<file path="src/include/backend_defines.svh">
`ifndef BACKEND_DEFINES_SVH
`define BACKEND_DEFINES_SVH

// Data port counts
`define NUM_DATA_I          2
`define NUM_DATA_O          2
`define NUM_FLUSH_PORTS     (`NUM_DATA_I + `NUM_DATA_O)

// Minimum soft-reset pulse, in rfnoc_chdr_clk cycles
`define RESET_LENGTH        32

// Block description reported in the status word
`define BACKEND_PROTO_VER   6'd1
`define NOC_ID              32'hB10C_0A17
`define CTRL_FIFOSIZE       6'd5
`define CTRL_MAX_ASYNC_MSGS 8'd4
`define MTU                 6'd10
`define CTRL_CLK_IDX        6'd1
`define TB_CLK_IDX          6'd2

// Width of the core config and status words
`define CORE_WORD_W         512

`endif

</file>
<file path="src/logic/backend_pkg.sv">
`default_nettype none

package backend_pkg;

  // Flush timeout in rfnoc_chdr_clk cycles
  typedef logic [31:0] flush_timeout_t;

  // Low part of the core config word, flush_en sits in bit 0
  typedef struct packed {
    logic           soft_chdr_rst;
    logic           soft_ctrl_rst;
    flush_timeout_t flush_timeout;
    logic           flush_en;
  } backend_config_t;

  // Low part of the core status word
  // Declared MSB first, proto_ver lands in bits 5:0
  typedef struct packed {
    logic        flush_done;
    logic        flush_active;
    logic [5:0]  tb_clk_idx;
    logic [5:0]  ctrl_clk_idx;
    logic [5:0]  mtu;
    logic [31:0] noc_id;
    logic [7:0]  ctrl_max_async_msgs;
    logic [5:0]  ctrl_fifosize;
    logic [5:0]  num_data_o;
    logic [5:0]  num_data_i;
    logic [5:0]  proto_ver;
  } backend_status_t;

  // Used widths of the two words
  // Config bits above this are ignored, status bits above are zero
  localparam int CONFIG_USED_W = $bits(backend_config_t);
  localparam int STATUS_USED_W = $bits(backend_status_t);

endpackage

`default_nettype wire

</file>
<file path="src/logic/flush_pkg.sv">
`default_nettype none

package flush_pkg;

  // Per-port flush state
  // FLUSH_IDLE   traffic passes through
  // FLUSH_DRAIN  traffic dropped, waiting for the port to go quiet
  // FLUSH_DONE   port quiet for the timeout, held until flush_en drops
  typedef enum logic [1:0] {
    FLUSH_IDLE  = 2'd0,
    FLUSH_DRAIN = 2'd1,
    FLUSH_DONE  = 2'd2
  } flush_state_t;

endpackage

`default_nettype wire

</file>
<file path="src/logic/flush_if.sv">
`timescale 1ns/10ps
`default_nettype none

// One port's flush control and status
interface flush_if
  import backend_pkg::*;
();

  // Control, levels from the backend
  logic           flush_en;
  flush_timeout_t flush_timeout;

  // Status, levels from the port unit
  logic           flush_active;
  logic           flush_done;

  // Backend side
  modport ctrl (output flush_en, output flush_timeout,
                input  flush_active, input flush_done);

  // Port unit side
  modport port (input  flush_en, input flush_timeout,
                output flush_active, output flush_done);

endinterface

`default_nettype wire

</file>
<file path="src/logic/backend_iface.sv">
`timescale 1ns/10ps
`default_nettype none

`include "backend_defines.svh"

module backend_iface
  import backend_pkg::*;
(
  input  logic                    rfnoc_chdr_clk,
  input  logic                    rst,
  input  logic [`CORE_WORD_W-1:0] rfnoc_core_config,
  output logic [`CORE_WORD_W-1:0] rfnoc_core_status,
  output logic                    rfnoc_chdr_rst,
  output logic                    rfnoc_ctrl_rst,
  flush_if.ctrl                   flush [`NUM_FLUSH_PORTS]
);

  // Stretch counter width, loads RESET_LENGTH-1
  localparam int RST_CNT_W = $clog2(`RESET_LENGTH);
  localparam logic [RST_CNT_W-1:0] RST_LOAD = RST_CNT_W'(`RESET_LENGTH - 1);

  // --------------------------------------------------------------------
  // Config word decode
  // --------------------------------------------------------------------

  backend_config_t cfg_q;
  logic            flush_en_q;
  flush_timeout_t  flush_timeout_q;

  // Capture stage, only the used low bits
  always_ff @(posedge rfnoc_chdr_clk) begin
    if (rst) begin
      cfg_q <= '0;
    end else begin
      cfg_q <= backend_config_t'(rfnoc_core_config[CONFIG_USED_W-1:0]);
    end
  end

  // Second stage where the control-domain synchronizer would sit
  always_ff @(posedge rfnoc_chdr_clk) begin
    if (rst) begin
      flush_en_q      <= 1'b0;
      flush_timeout_q <= '0;
    end else begin
      flush_en_q      <= cfg_q.flush_en;
      flush_timeout_q <= cfg_q.flush_timeout;
    end
  end

  // --------------------------------------------------------------------
  // Soft resets
  // --------------------------------------------------------------------

  // Bit 1 is the CHDR reset, bit 0 the control reset
  logic [1:0]           soft_rst_cur;
  logic [1:0]           soft_rst_prev;
  logic [1:0]           soft_rst_edge;
  logic [1:0]           rst_stretch;
  logic [RST_CNT_W-1:0] rst_cnt [2];

  assign soft_rst_cur = {cfg_q.soft_chdr_rst, cfg_q.soft_ctrl_rst};

  // Rising edge only, a held level gives one pulse
  always_ff @(posedge rfnoc_chdr_clk) begin
    if (rst) begin
      soft_rst_prev <= 2'b00;
      soft_rst_edge <= 2'b00;
    end else begin
      soft_rst_prev <= soft_rst_cur;
      soft_rst_edge <= soft_rst_cur & ~soft_rst_prev;
    end
  end

  // Stretch each edge to RESET_LENGTH cycles
  // A new edge reloads the counter and extends the pulse
  always_ff @(posedge rfnoc_chdr_clk) begin
    if (rst) begin
      rst_stretch <= 2'b00;
      rst_cnt     <= '{default: '0};
    end else begin
      for (int r = 0; r < 2; r++) begin
        if (soft_rst_edge[r]) begin
          rst_cnt[r]     <= RST_LOAD;
          rst_stretch[r] <= 1'b1;
        end else if (rst_cnt[r] != '0) begin
          rst_cnt[r] <= rst_cnt[r] - 1'b1;
        end else begin
          rst_stretch[r] <= 1'b0;
        end
      end
    end
  end

  assign rfnoc_chdr_rst = rst_stretch[1];
  assign rfnoc_ctrl_rst = rst_stretch[0];

  // --------------------------------------------------------------------
  // Fan out to the ports and collect their levels
  // --------------------------------------------------------------------

  logic [`NUM_FLUSH_PORTS-1:0] active_vec;
  logic [`NUM_FLUSH_PORTS-1:0] done_vec;

  for (genvar i = 0; i < `NUM_FLUSH_PORTS; i++) begin : g_port
    assign flush[i].flush_en      = flush_en_q;
    assign flush[i].flush_timeout = flush_timeout_q;
    assign active_vec[i]          = flush[i].flush_active;
    assign done_vec[i]            = flush[i].flush_done;
  end

  // Active if any port drains, done only when all ports are done
  // Two stages, the second stands in for the status synchronizer
  logic flush_active_q1, flush_active_q2;
  logic flush_done_q1, flush_done_q2;

  always_ff @(posedge rfnoc_chdr_clk) begin
    if (rst) begin
      flush_active_q1 <= 1'b0;
      flush_active_q2 <= 1'b0;
      flush_done_q1   <= 1'b0;
      flush_done_q2   <= 1'b0;
    end else begin
      flush_active_q1 <= |active_vec;
      flush_active_q2 <= flush_active_q1;
      flush_done_q1   <= &done_vec;
      flush_done_q2   <= flush_done_q1;
    end
  end

  // --------------------------------------------------------------------
  // Status word
  // --------------------------------------------------------------------

  backend_status_t status_s;

  always_comb begin
    status_s.proto_ver           = `BACKEND_PROTO_VER;
    status_s.num_data_i          = 6'(`NUM_DATA_I);
    status_s.num_data_o          = 6'(`NUM_DATA_O);
    status_s.ctrl_fifosize       = `CTRL_FIFOSIZE;
    status_s.ctrl_max_async_msgs = `CTRL_MAX_ASYNC_MSGS;
    status_s.noc_id              = `NOC_ID;
    status_s.mtu                 = `MTU;
    status_s.ctrl_clk_idx        = `CTRL_CLK_IDX;
    status_s.tb_clk_idx          = `TB_CLK_IDX;
    status_s.flush_active        = flush_active_q2;
    status_s.flush_done          = flush_done_q2;
  end

  // Upper bits are zero
  assign rfnoc_core_status = {{(`CORE_WORD_W - STATUS_USED_W){1'b0}}, status_s};

endmodule

`default_nettype wire

</file>
<file path="src/logic/data_port_flush.sv">
`timescale 1ns/10ps
`default_nettype none

module data_port_flush
  import flush_pkg::*;
(
  input  logic   rfnoc_chdr_clk,
  input  logic   rst,
  flush_if.port  flush,
  input  logic   port_valid_in,
  output logic   port_valid_out
);

  flush_state_t state;
  logic [31:0]  idle_cnt;
  logic         valid_q;

  // --------------------------------------------------------------------
  // Flush FSM
  // --------------------------------------------------------------------

  // Idle counter counts quiet cycles while draining
  // Any beat on the port restarts the count
  always_ff @(posedge rfnoc_chdr_clk) begin
    if (rst) begin
      state    <= FLUSH_IDLE;
      idle_cnt <= '0;
    end else begin
      case (state)
        FLUSH_IDLE: begin
          if (flush.flush_en) begin
            state    <= FLUSH_DRAIN;
            idle_cnt <= '0;
          end
        end
        FLUSH_DRAIN: begin
          if (!flush.flush_en) begin
            state <= FLUSH_IDLE;
          end else if (idle_cnt >= flush.flush_timeout) begin
            // Quiet long enough
            state <= FLUSH_DONE;
          end else if (port_valid_in) begin
            idle_cnt <= '0;
          end else begin
            idle_cnt <= idle_cnt + 32'd1;
          end
        end
        FLUSH_DONE: begin
          // Hold until software drops the enable
          if (!flush.flush_en) begin
            state <= FLUSH_IDLE;
          end
        end
        default: begin
          state <= FLUSH_IDLE;
        end
      endcase
    end
  end

  assign flush.flush_active = (state == FLUSH_DRAIN);
  assign flush.flush_done   = (state == FLUSH_DONE);

  // --------------------------------------------------------------------
  // Traffic gate
  // --------------------------------------------------------------------

  // One register stage on the strobe
  always_ff @(posedge rfnoc_chdr_clk) begin
    if (rst) begin
      valid_q <= 1'b0;
    end else begin
      valid_q <= port_valid_in;
    end
  end

  // Beats are dropped outside FLUSH_IDLE
  assign port_valid_out = valid_q & (state == FLUSH_IDLE);

endmodule

`default_nettype wire

</file>
<file path="src/logic/rfnoc_backend_top.sv">
`timescale 1ns/10ps
`default_nettype none

`include "backend_defines.svh"

module rfnoc_backend_top (
  input  logic                        rfnoc_chdr_clk,
  input  logic                        rst,
  input  logic [`CORE_WORD_W-1:0]     rfnoc_core_config,
  output logic [`CORE_WORD_W-1:0]     rfnoc_core_status,
  output logic                        rfnoc_chdr_rst,
  output logic                        rfnoc_ctrl_rst,
  input  logic [`NUM_FLUSH_PORTS-1:0] port_valid_in,
  output logic [`NUM_FLUSH_PORTS-1:0] port_valid_out
);

  // One flush bundle per data port
  flush_if flush_bus [`NUM_FLUSH_PORTS] ();

  // --------------------------------------------------------------------
  // Backend interface
  // --------------------------------------------------------------------

  backend_iface i_backend_iface (
    .rfnoc_chdr_clk    (rfnoc_chdr_clk),
    .rst               (rst),
    .rfnoc_core_config (rfnoc_core_config),
    .rfnoc_core_status (rfnoc_core_status),
    .rfnoc_chdr_rst    (rfnoc_chdr_rst),
    .rfnoc_ctrl_rst    (rfnoc_ctrl_rst),
    .flush             (flush_bus)
  );

  // --------------------------------------------------------------------
  // Per-port flush units
  // --------------------------------------------------------------------

  // Indices below NUM_DATA_I are input ports
  // The rest are output ports
  for (genvar p = 0; p < `NUM_FLUSH_PORTS; p++) begin : g_flush
    data_port_flush i_data_port_flush (
      .rfnoc_chdr_clk (rfnoc_chdr_clk),
      .rst            (rst),
      .flush          (flush_bus[p]),
      .port_valid_in  (port_valid_in[p]),
      .port_valid_out (port_valid_out[p])
    );
  end

endmodule

`default_nettype wire

</file>
<file path="config.mk">
export PLATFORM = sky130hd
export DESIGN_NAME = rfnoc_backend_top
export DESIGN_NICKNAME = d
export VERILOG_FILES = /design/src/logic/backend_pkg.sv /design/src/logic/flush_pkg.sv /design/src/logic/flush_if.sv /design/src/logic/backend_iface.sv /design/src/logic/data_port_flush.sv /design/src/logic/rfnoc_backend_top.sv
export VERILOG_INCLUDE_DIRS = /design/src /design/src/include
export SDC_FILE = /design/constraint.sdc
export NUM_CORES = 1
export LEC_CHECK = 0
export BUFFER_PORTS_ARGS = -buffer_cell sky130_fd_sc_hd__buf_2
export CORE_AREA = 5 5 395 397
export DETAILED_ROUTE_END_ITERATION = 8
export DIE_AREA = 0 0 400 402
export GPL_TIMING_DRIVEN = 0
export PLACE_DENSITY_LB_ADDON = 0.25
export SLEW_MARGIN = 25
export SYNTH_ARGS = -nofsm -noshare
export SYNTH_HDL_FRONTEND = slang
export SYNTH_HIERARCHICAL = 1
export SYNTH_SLANG_ARGS = --single-unit
export TNS_END_PERCENT = 1
</file>
<file path="constraint.sdc">
create_clock -name rfnoc_chdr_clk -period 2.9 [get_ports rfnoc_chdr_clk]
set_clock_uncertainty 0.2 [all_clocks]
set_input_delay 0.145 -clock rfnoc_chdr_clk [delete_from_list [all_inputs] [get_ports rfnoc_chdr_clk]]
set_output_delay 0.145 -clock rfnoc_chdr_clk [all_outputs]
set_load 0.05 [all_outputs]
</file>
==> reports/results.ini, run 1 <==
[synthesis]
synth-edff-count=0
ys_types=57
synthArstFlopShare_pct=0
ys.flop_type=dfxtp_1
seq_area_frac_synth_pct=24.1
avgSynthCellArea_um2=8.28
synth_seq_cells=228
ys_warn_count=6
syn-cell-area_um2=19000
synthCells=2290

[sta]
setup_ws_ns=-0.111
rsz0062_at_grt=yes
hold_viol=0
slew_violations=0
setup_viol=106
period_minus_slack_ns=3.01
tns_ns=-5.73
worst_pin_slew_ns=0.909
timing.final.crit_share_pct=104
max_freq_mhz=332
relSlewSlack_pct=39.4

[place]
place.gp.congestion=0.744
place_area_um2=23700
portBuffers=48
place_hpwl_um=48600

[routing]
wl_per_cell_um=12.5
drt_wl_total_um=62800
viasPerCell=3.23
drcViolationCount=0
vias=16200
ant_nets=0
drt_iter0_markers=796
drt_pass1_iterations=6

[global_route]
antenna_found_initial=5
overflow=0
grt_usage_pct=7.42
grt_pass1_vias=15800
grt_pass1_wl_um=94100
grt_max_degree=18

[floorplanning]
core_um2=152000
io_pins=1036
rows=143
initial_utilization_pct=12.5
dieArea_um2=161000
die_h_um=402
fp.dieW_um=400

[setup_path]
critPathKind=reg -> reg
ff2ff_setup_slack_ns=-0.11
cp.arrival_ns=3.31
cp-end-kind=register
rr_worst_depth=10
crit_path_start_kind=register
regToRegEndpoint=g_flush[0].i_data_port_flush/idle_cnt[27]$_SDFFE_PP0P_
crit_required_ns=3.20
max_stage_delay_ns=0.53
cp_max_fo=6
path_cells=inv_1, ha_4, nand4_4, or4_1, o32a_1, a21boi_4, o31ai_4, buf_12, buf_4, a31oi_1
crit_slowest_cell=or4_1
timing.rr.start=i_backend_iface/flush[0].flush_timeout[12]$_SDFF_PP0_

[pwr]
vdd_ir_drop_max_mv=0.331
power_leakage_nw=11.5
cellPowerDensity_nw_per_um2=382
power_w=0.0102

[run]
drv_cap=0

[finish]
nFillCells=17100
drive_gt1_share_pct=34.7
final_cell_mix=637 x buf_4, 510 x conb_1, 197 x dfxtp_1, 193 x inv_1, 113 x nand2_1
final_area_um2=26700
ff_latch_area_um2=4670
area_growth_pct=40.6
final_common_cell=buf_4
nets=3612
multi_input_area_um2=11400

[run_status]
violations=setup timing
outcome=finished with violations

[clock_tree]
cts-root-buf=clkbuf_16
clock_path_buffers=3
cts_tree=yes
htreeDepth=1
cts_made_buffers=28
clk_latency_ns=0.58
clock-sinks=228
cts.clk_slew.worst_paths_ns=0.06

[hold_path]
hold_path_class=in -> reg
min_to=i_backend_iface/cfg_q[33]$_SDFF_PP0_
whs_path_depth=3
min-delay-start=rfnoc_core_config[33]

## per-layer routing
layer	GRT usage [%]	wire length (um)	vias to the layer above
li1	-	-	8210
met1	10.7	30700	7352
met2	11.6	26900	572
met3	1.63	4410	50
met4	0.992	791	2
met5	0	12	-
## kinds of logic after synthesis
family	share of synthesized area [%]
compound gates	17.7
xor+xnor	0.0924
fa+ha+maj	8.84
buf+inv	30.1
flops	24.1
mux	0.422
other cells	0.0396
simple gates	18.8
## power breakdown
| part | switching (W) | internal [W] |
|---|---|---|
| sequential | 0.000139 | 0.00324 |
| clock | 0.00154 | 0.00214 |
| combinational | 0.00210 | 0.00102 |
## sequential cells by signal (all words and copies together) (netlist names)
name,flops
i_backend_iface/cfg_q,35
i_backend_iface/rst_cnt,10
i_backend_iface/rst_stretch,2
i_backend_iface/flush_active_q1,1
i_backend_iface/flush.flush_timeout,32
i_backend_iface/flush_done_q2,1
i_backend_iface/flush_done_q1,1
g_flush.i_data_port_flush/valid_q,4
g_flush.i_data_port_flush/state,8
i_backend_iface/flush_active_q2,1
i_backend_iface/soft_rst_edge,2
i_backend_iface/soft_rst_prev,2
i_backend_iface/flush.flush_en,1
g_flush.i_data_port_flush/idle_cnt,128
## critical path: cells and delay by family, from the launching register on
kind | cells | cell delay (ns)
adders and majority gates | 1 | 0.28
and+or+nand+nor | 2 | 0.62
DFF | 1 | 0.43
AOI/OAI and AO/OA | 4 | 0.98
buffers and inverters | 3 | 0.42
## per-stage QoR
step           worst slack, ns  instances  hold WS (ns)  utilization, %
6_report                -0.111       5012         0.110            17.6
5_1_grt                 -0.221       5011        0.0870            17.6
4_1_cts                 -0.179       5005        0.0668            17.3
3_5_place_dp            -0.938       4876         0.159            15.6
3_3_place_gp             -1.01       4876         0.158            15.6
2_1_floorplan            0.152       2798        0.0241               -
## timing repair
| action | in CTS | in global routing |
|---|---|---|
| gates resized for setup | 170 | 68 |
| endpoints found under the setup margin | 136 | 134 |
| hold buffers | 40 | 0 |
| setup buffers | 36 | 10 |
| pin swaps | 37 | 42 |
| hold endpoints to repair | 41 | 0 |
| cloned | 2 | 0 |
## worst max-delay path by stage
stage | slack (ns) | end | startpoint | depth (start not counted)
after CTS | -0.18 | g_flush[1].i_data_port_flush/idle_cnt[13]$_SDFFE_PP0P_ | i_backend_iface/flush[0].flush_timeout[12]$_SDFF_PP0_ | 12
after floorplan | 0.15 | g_flush[1].i_data_port_flush/idle_cnt[20]$_SDFFE_PP0P_ | i_backend_iface/flush[0].flush_timeout[14]$_SDFF_PP0_ | 11
after detailed placement | -0.94 | g_flush[2].i_data_port_flush/idle_cnt[13]$_SDFFE_PP0P_ | i_backend_iface/flush[0].flush_timeout[0]$_SDFF_PP0_ | 9
final | -0.11 | g_flush[0].i_data_port_flush/idle_cnt[27]$_SDFFE_PP0P_ | i_backend_iface/flush[0].flush_timeout[12]$_SDFF_PP0_ | 10
after global routing | -0.22 | g_flush[0].i_data_port_flush/idle_cnt[3]$_SDFFE_PP0P_ | i_backend_iface/flush[0].flush_timeout[13]$_SDFF_PP0_ | 10
after global placement | -1.01 | g_flush[2].i_data_port_flush/idle_cnt[13]$_SDFFE_PP0P_ | i_backend_iface/flush[0].flush_timeout[0]$_SDFF_PP0_ | 9
## cell type report
class | count | area share, %
multi-input combinational | 1700 | 42.9
buffer | 672 | 19.3
inverter | 196 | 2.77
clock inverter | 13 | 0.558
tap | 2030 | 9.52
clock buffer | 38 | 3.03
antenna | 1 | 0.00938
timing repair buffer | 134 | 4.36
sequential | 228 | 17.5
## synthesized netlist by cell type (8+ instances only)
| cell | number | area share (%) |
|---|---|---|
| nand2b_1 | 50 | 1.6 |
| and4_1 | 24 | 1.1 |
| o211ai_2 | 12 | 0.79 |
| buf_2 | 18 | 0.48 |
| a31oi_2 | 56 | 3.7 |
| nor3_1 | 30 | 0.79 |
| o21ai_0 | 62 | 1.6 |
| a2111oi_0 | 8 | 0.37 |
| inv_1 | 196 | 3.9 |
| buf_6 | 16 | 0.95 |
| nand3_1 | 64 | 1.7 |
| a41oi_1 | 20 | 0.92 |
| buf_4 | 611 | 24 |
| o221ai_1 | 8 | 0.37 |
| nor2_1 | 72 | 1.4 |
| a31oi_1 | 98 | 3.2 |
| a21oi_1 | 70 | 1.8 |
| o41a_1 | 8 | 0.48 |
| nand2_1 | 116 | 2.3 |
| or3_1 | 8 | 0.26 |
| ha_1 | 134 | 8.8 |
| o21a_1 | 16 | 0.63 |
| nor2b_1 | 90 | 3.0 |
| nor4_1 | 21 | 0.69 |
| clkbuf_1 | 29 | 0.57 |
| nand4_1 | 65 | 2.1 |
| mux2i_1 | 8 | 0.42 |
| dfxtp_1 | 228 | 24 |
| and3_1 | 24 | 0.79 |
| nor3b_1 | 8 | 0.32 |
| a31oi_4 | 8 | 0.90 |
| and2_1 | 20 | 0.66 |
Power figures use the tool's default switching activity.
==> run 2, diff against run 1 <==
Settings changed: REMOVE_ABC_BUFFERS from default to 1.
==> reports/results.ini, run 2 (same netlist as run 1, synthesis figures left out) <==
[sta]
slew_violations=0  ; unchanged
setup_ws_ns=-0.0203  ; +0.0909 ns
relSlewSlack_pct=41.3  ; +1.9 points
worst_pin_slew_ns=0.880  ; -0.0291 ns
hold_viol=0  ; unchanged
setup_viol=14  ; -87%
tns_ns=-0.122  ; +5.61 ns
rsz0062_at_grt=yes
max_freq_mhz=342  ; +3.1%
timing.final.crit_share_pct=101  ; -3.1 points
period_minus_slack_ns=2.92  ; -0.0909 ns

[run]
drv_cap=0  ; unchanged

[floorplanning]
dieArea_um2=161000  ; unchanged
core_um2=152000  ; unchanged
die_h_um=402  ; unchanged
fp.dieW_um=400  ; unchanged
rows=143  ; unchanged
initial_utilization_pct=12.5  ; unchanged
io_pins=1036  ; unchanged

[setup_path]
crit_path_start_kind=register
crit_required_ns=3.21  ; about the same
cp-end-kind=register
cp.arrival_ns=3.23  ; -0.08 ns
cp_max_fo=6  ; unchanged
critPathKind=reg -> reg

[place]
place_hpwl_um=41000  ; -16%
place.gp.congestion=0.736  ; -1.1%
portBuffers=48  ; unchanged
place_area_um2=18900  ; -20%
placed_cells=4217  ; -14%

[global_route]
grt_usage_pct=6.58  ; -0.84 points
grt_pass1_wl_um=83300  ; -12%
grt_pass1_vias=13600  ; -14%
antenna_found_initial=5  ; unchanged
overflow=0  ; unchanged
grt_max_degree=97  ; +79

[clock_tree]
htreeDepth=1  ; unchanged
cts-root-buf=clkbuf_16
cts.clk_slew.worst_paths_ns=0.06  ; about the same
clock-sinks=228  ; unchanged
cts_tree=yes
cts_made_buffers=29  ; +3.6%
clk_latency_ns=0.59  ; about the same
clock_path_buffers=3  ; unchanged

[pwr]
power_w=0.00975  ; -4.3%
power_leakage_nw=8.00  ; -30%
cellPowerDensity_nw_per_um2=456  ; +19%
vdd_ir_drop_max_mv=0.422  ; +28%

[routing]
drt_iter0_markers=656  ; -18%
wl_per_cell_um=13.0  ; +3.5%
drt_wl_total_um=56500  ; -9.9%
drcViolationCount=0  ; unchanged
drt_pass1_iterations=5  ; -1
ant_nets=0  ; unchanged
viasPerCell=3.27  ; +1.2%
vias=14200  ; -12%

[finish]
final_cell_mix=510 x conb_1, 199 x dfxtp_1, 187 x inv_1, 118 x ha_1, 114 x nand2_1
antennaDiodeCount=0  ; -1
nFillCells=17300  ; +0.71%
instances_no_fill=4360  ; -13%
final_area_um2=21400  ; -20%
nets=2962  ; -18%
drive_gt1_share_pct=15.0  ; -20 points
area_growth_pct=12.7
largest_reg_flops=128  ; unchanged
final_common_cell=conb_1
regMostFlops=g_flush.i_data_port_flush/idle_cnt

[run_status]
violations=setup timing
outcome=finished with violations

[hold_path]
hold_path_class=in -> reg

-- run 2: routing by layer --
metal | vias to the layer above | GRT usage (%) | share of wire, %
li1 | 6905 | - | -
met1 | 6673 | 9.27 | 48
met2 | 595 | 10.6 | 44
met3 | 70 | 0.781 | 6.3
met4 | 2 | 1.71 | 2.4
met5 | - | 0 | 0.023
-- run 2: cell type report --
class	instances	area [um^2]	share of cell area, %
Multi-Input combinational cell	1706	11100	52.1
Clock inverter	17	230	1.08
Inverter	196	738	3.45
Timing Repair Buffer	149	1320	6.20
Clock buffer	34	764	3.58
Tap cell	2030	2540	11.9
Sequential cell	228	4650	21.7
-- run 2: power breakdown --
group	switching [W]	leakage, nW	total, W	internal (W)
Clock	0.00163	0.487	0.00395	0.00233
Combinational	0.00196	5.64	0.00241	0.000456
Sequential	0.000137	1.87	0.00338	0.00324
-- run 2: critical path: stages, from the launching register on --
cell and delay (ns):
dfxtp_4 0.46, inv_4 0.06, ha_4 0.29, nand4_4 0.11, or4_4 0.53, o32a_4 0.35, a21boi_4 0.25, o31ai_4 0.12
buf_6 0.15, buf_6 0.14, a31oi_2 0.16
-- run 2: timing repair --
action,CTS,global route
pin swaps,26,25
resized for setup,100,44
cloned,6,0
endpoints found under the hold margin,70,0
setup buffers,29,5
endpoints found under the setup margin,136,132
hold buffers,53,0
-- run 2: path summary, 6_finish.rpt --
check        cells after the start                                                endpoint  slack [ns]                                                  start
max                             10  g_flush[0].i_data_port_flush/idle_cnt[17]$_SDFFE_PP0P_       -0.02  i_backend_iface/flush[0].flush_timeout[15]$_SDFF_PP0_
min                              3                     i_backend_iface/cfg_q[8]$_SDFF_PP0_        0.14                                   rfnoc_core_config[8]
max reg2reg                     10  g_flush[0].i_data_port_flush/idle_cnt[17]$_SDFFE_PP0P_       -0.02  i_backend_iface/flush[0].flush_timeout[15]$_SDFF_PP0_
min reg2reg                      1             i_backend_iface/soft_rst_edge[1]$_SDFF_PP0_        0.18            i_backend_iface/soft_rst_prev[1]$_SDFF_PP0_
-- run 2: metrics by stage --
stage,util (%),hold WS [ns],worst slack (ns)
6_report,14.1,0.135,-0.0203
3_5_place_dp,12.5,0.161,-0.914
2_1_floorplan,-,0.0141,-0.234
3_3_place_gp,12.3,0.158,-1.70
5_1_grt,14.1,0.130,-0.117
4_1_cts,13.9,0.110,-0.0723
==> run 3, diff against run 2 <==
Settings changed: CORE_AREA 5 5 395 397 to 5 5 402 404, DIE_AREA 0 0 400 402 to 0 0 407 409.
==> reports/results.ini, run 3 (same netlist as run 1, synthesis figures left out) <==
[global_route]
grt_pass1_wl_um=84500  ; +1.5%
overflow=0  ; unchanged
antenna_found_initial=2  ; -3
grt_pass1_vias=13600  ; -0.19%
grt_usage_pct=6.59  ; +0.015 points
grt_max_degree=74  ; -24%

[sta]
hold_viol=0  ; unchanged
setup_ws_ns=-0.0410  ; -0.0207 ns
rsz0062_at_grt=yes
timing.final.crit_share_pct=101  ; +0.71 points
worst_pin_slew_ns=0.864  ; -0.0159 ns
hold_slack_ns=0.154  ; +0.0186 ns
max_freq_mhz=340  ; -0.70%
period_minus_slack_ns=2.94  ; +0.0207 ns
relSlewSlack_pct=42.3  ; +1.1 points
setup_viol=15  ; +1
slew_violations=0  ; unchanged

[hold_path]
hold_path_class=in -> reg

[routing]
drt_iter0_markers=677  ; +3.2%
wl_met2_um=24700  ; +0.39%
wl_per_cell_um=13.2  ; +1.9%
vias=14400  ; +0.79%
drt_wl_total_um=58300  ; +3.2%
ant_nets=0  ; unchanged
viasPerCell=3.25  ; -0.49%
top_layer_used=met5
drcViolationCount=0  ; unchanged
drt_pass1_iterations=5  ; unchanged
m1WireLength_um=28200  ; +4.7%
wl_met3_um=3900  ; +8.9%

[floorplanning]
dieArea_um2=166000  ; +3.5%
core_um2=157000  ; +3.9%
die_h_um=409  ; +1.7%
rows=146  ; +2.1%
fp.dieW_um=407  ; +1.8%
io_pins=1036  ; unchanged
initial_utilization_pct=12.0  ; -0.47 points

[pwr]
vdd_ir_drop_max_mv=0.303  ; -28%
power_leakage_nw=8.10  ; +1.2%
cellPowerDensity_nw_per_um2=463  ; +1.6%

[finish]
instances_no_fill=4416  ; +1.3%
nFillCells=18000  ; +4.2%
final_cell_mix=510 x conb_1, 196 x dfxtp_1, 192 x inv_1, 118 x ha_1, 113 x nand2_1
regMostFlops=g_flush.i_data_port_flush/idle_cnt
drive_gt1_share_pct=15.3  ; +0.34 points
antennaDiodeCount=0  ; unchanged
final_common_cell=conb_1
nets=2973  ; +0.37%
largest_reg_flops=128  ; unchanged
area_growth_pct=14.2

[setup_path]
crit_path_start_kind=register
cp-end-kind=register
critPathKind=reg -> reg
crit_required_ns=3.16  ; -0.05 ns
cp.arrival_ns=3.20  ; -0.03 ns
cp_max_fo=9  ; +3

[run]
drv_cap=0  ; unchanged

[place]
placed_cells=4262  ; +1.1%
portBuffers=48  ; unchanged
place.gp.congestion=0.733  ; -0.45%
place_hpwl_um=41500  ; +1.3%

[clock_tree]
clock-sinks=228  ; unchanged
htreeDepth=2  ; +1
clk_latency_ns=0.56  ; -0.03 ns
cts.clk_slew.worst_paths_ns=0.06  ; about the same
cts-root-buf=clkbuf_16
clock_path_buffers=3  ; unchanged
cts_tree=yes
cts_made_buffers=34  ; +17%

[run_status]
violations=setup timing
outcome=finished with violations

run 3: cell count changes in the layout (fill, tap and decap cells not counted), moves of 4 or more:
| cell | previous run | this run |
|---|---|---|
| inv_1 | 187 | 192 |
| inv_2 | 8 | 4 |
| clkbuf_16 | 29 | 35 |
| dlygate4sd3_1 | 53 | 57 |
| a31oi_1 | 98 | 94 |
| clkbuf_8 | 2 | 6 |
| dfxtp_4 | 18 | 24 |
run 3: layout make-up:
class / instances / area, um^2 / area share, %
multi-input combinational: 1707 / 11200 / 51.6
sequential: 228 / 4660 / 21.5
tap: 2072 / 2590 / 12.0
timing repair buffer: 154 / 1370 / 6.34
clock buffer: 47 / 981 / 4.53
inverter: 196 / 736 / 3.40
clock inverter: 12 / 136 / 0.630
run 3: metal layers:
layer,GRT usage (%),vias up
met2,10.1,605
met1,9.45,6745
met5,0,-
li1,-,6931
met3,1.15,74
met4,1.87,2
run 3: metrics by stage:
stage	utilization, %	cell area [um^2]	total power [W]	setup WS [ns]	setup TNS [ns]
after floorplan	-	15900	0.00536	-0.234	-22.49
after global placement	11.9	18700	0.00568	-1.71	-180.76
after detailed placement	12.1	19000	0.00571	-1.08	-108.31
after CTS	13.6	21400	0.0102	-0.0619	-1.93
after global routing	13.8	21700	0.0105	-0.105	-3.35
final	13.8	21700	0.0100	-0.0410	-0.120
run 3: worst paths after layout:
path | startpoint | endpoint | slack [ns] | depth (start not counted)
min reg2reg | i_backend_iface/soft_rst_prev[0]$_SDFF_PP0_ | i_backend_iface/soft_rst_edge[0]$_SDFF_PP0_ | 0.19 | 1
max | i_backend_iface/flush[0].flush_timeout[10]$_SDFF_PP0_ | g_flush[0].i_data_port_flush/idle_cnt[24]$_SDFFE_PP0P_ | -0.04 | 10
max reg2reg | i_backend_iface/flush[0].flush_timeout[10]$_SDFF_PP0_ | g_flush[0].i_data_port_flush/idle_cnt[24]$_SDFFE_PP0P_ | -0.04 | 10
min | rfnoc_core_config[25] | i_backend_iface/cfg_q[25]$_SDFF_PP0_ | 0.15 | 3
run 3: repair_timing:
item / in CTS / in global routing
endpoints found under the setup margin: 136 / 129
hold endpoints to repair: 73 / 0
setup buffers: 28 / 3
hold buffers: 57 / 0
pin swaps: 35 / 22
resized for setup: 111 / 39
gates cloned: 7 / 0
run 3: worst max-delay path, cell delays in order (launching register included):
cell and delay [ns]:
dfxtp_4 0.42, inv_1 0.10, ha_4 0.28, nand4_1 0.12, or4_4 0.54, o32a_4 0.38
a21boi_4 0.22, o31ai_4 0.09, buf_4 0.16, buf_8 0.14, a31oi_1 0.17
run 3: where the power goes:
part | switching (W) | leakage (nW) | internal [W] | total (W)
clock network | 0.00167 | 0.555 | 0.00255 | 0.00421
logic | 0.00197 | 5.67 | 0.000463 | 0.00243
registers | 0.000148 | 1.88 | 0.00324 | 0.00339
total | 0.00379 | 8.10 | 0.00625 | 0.0100
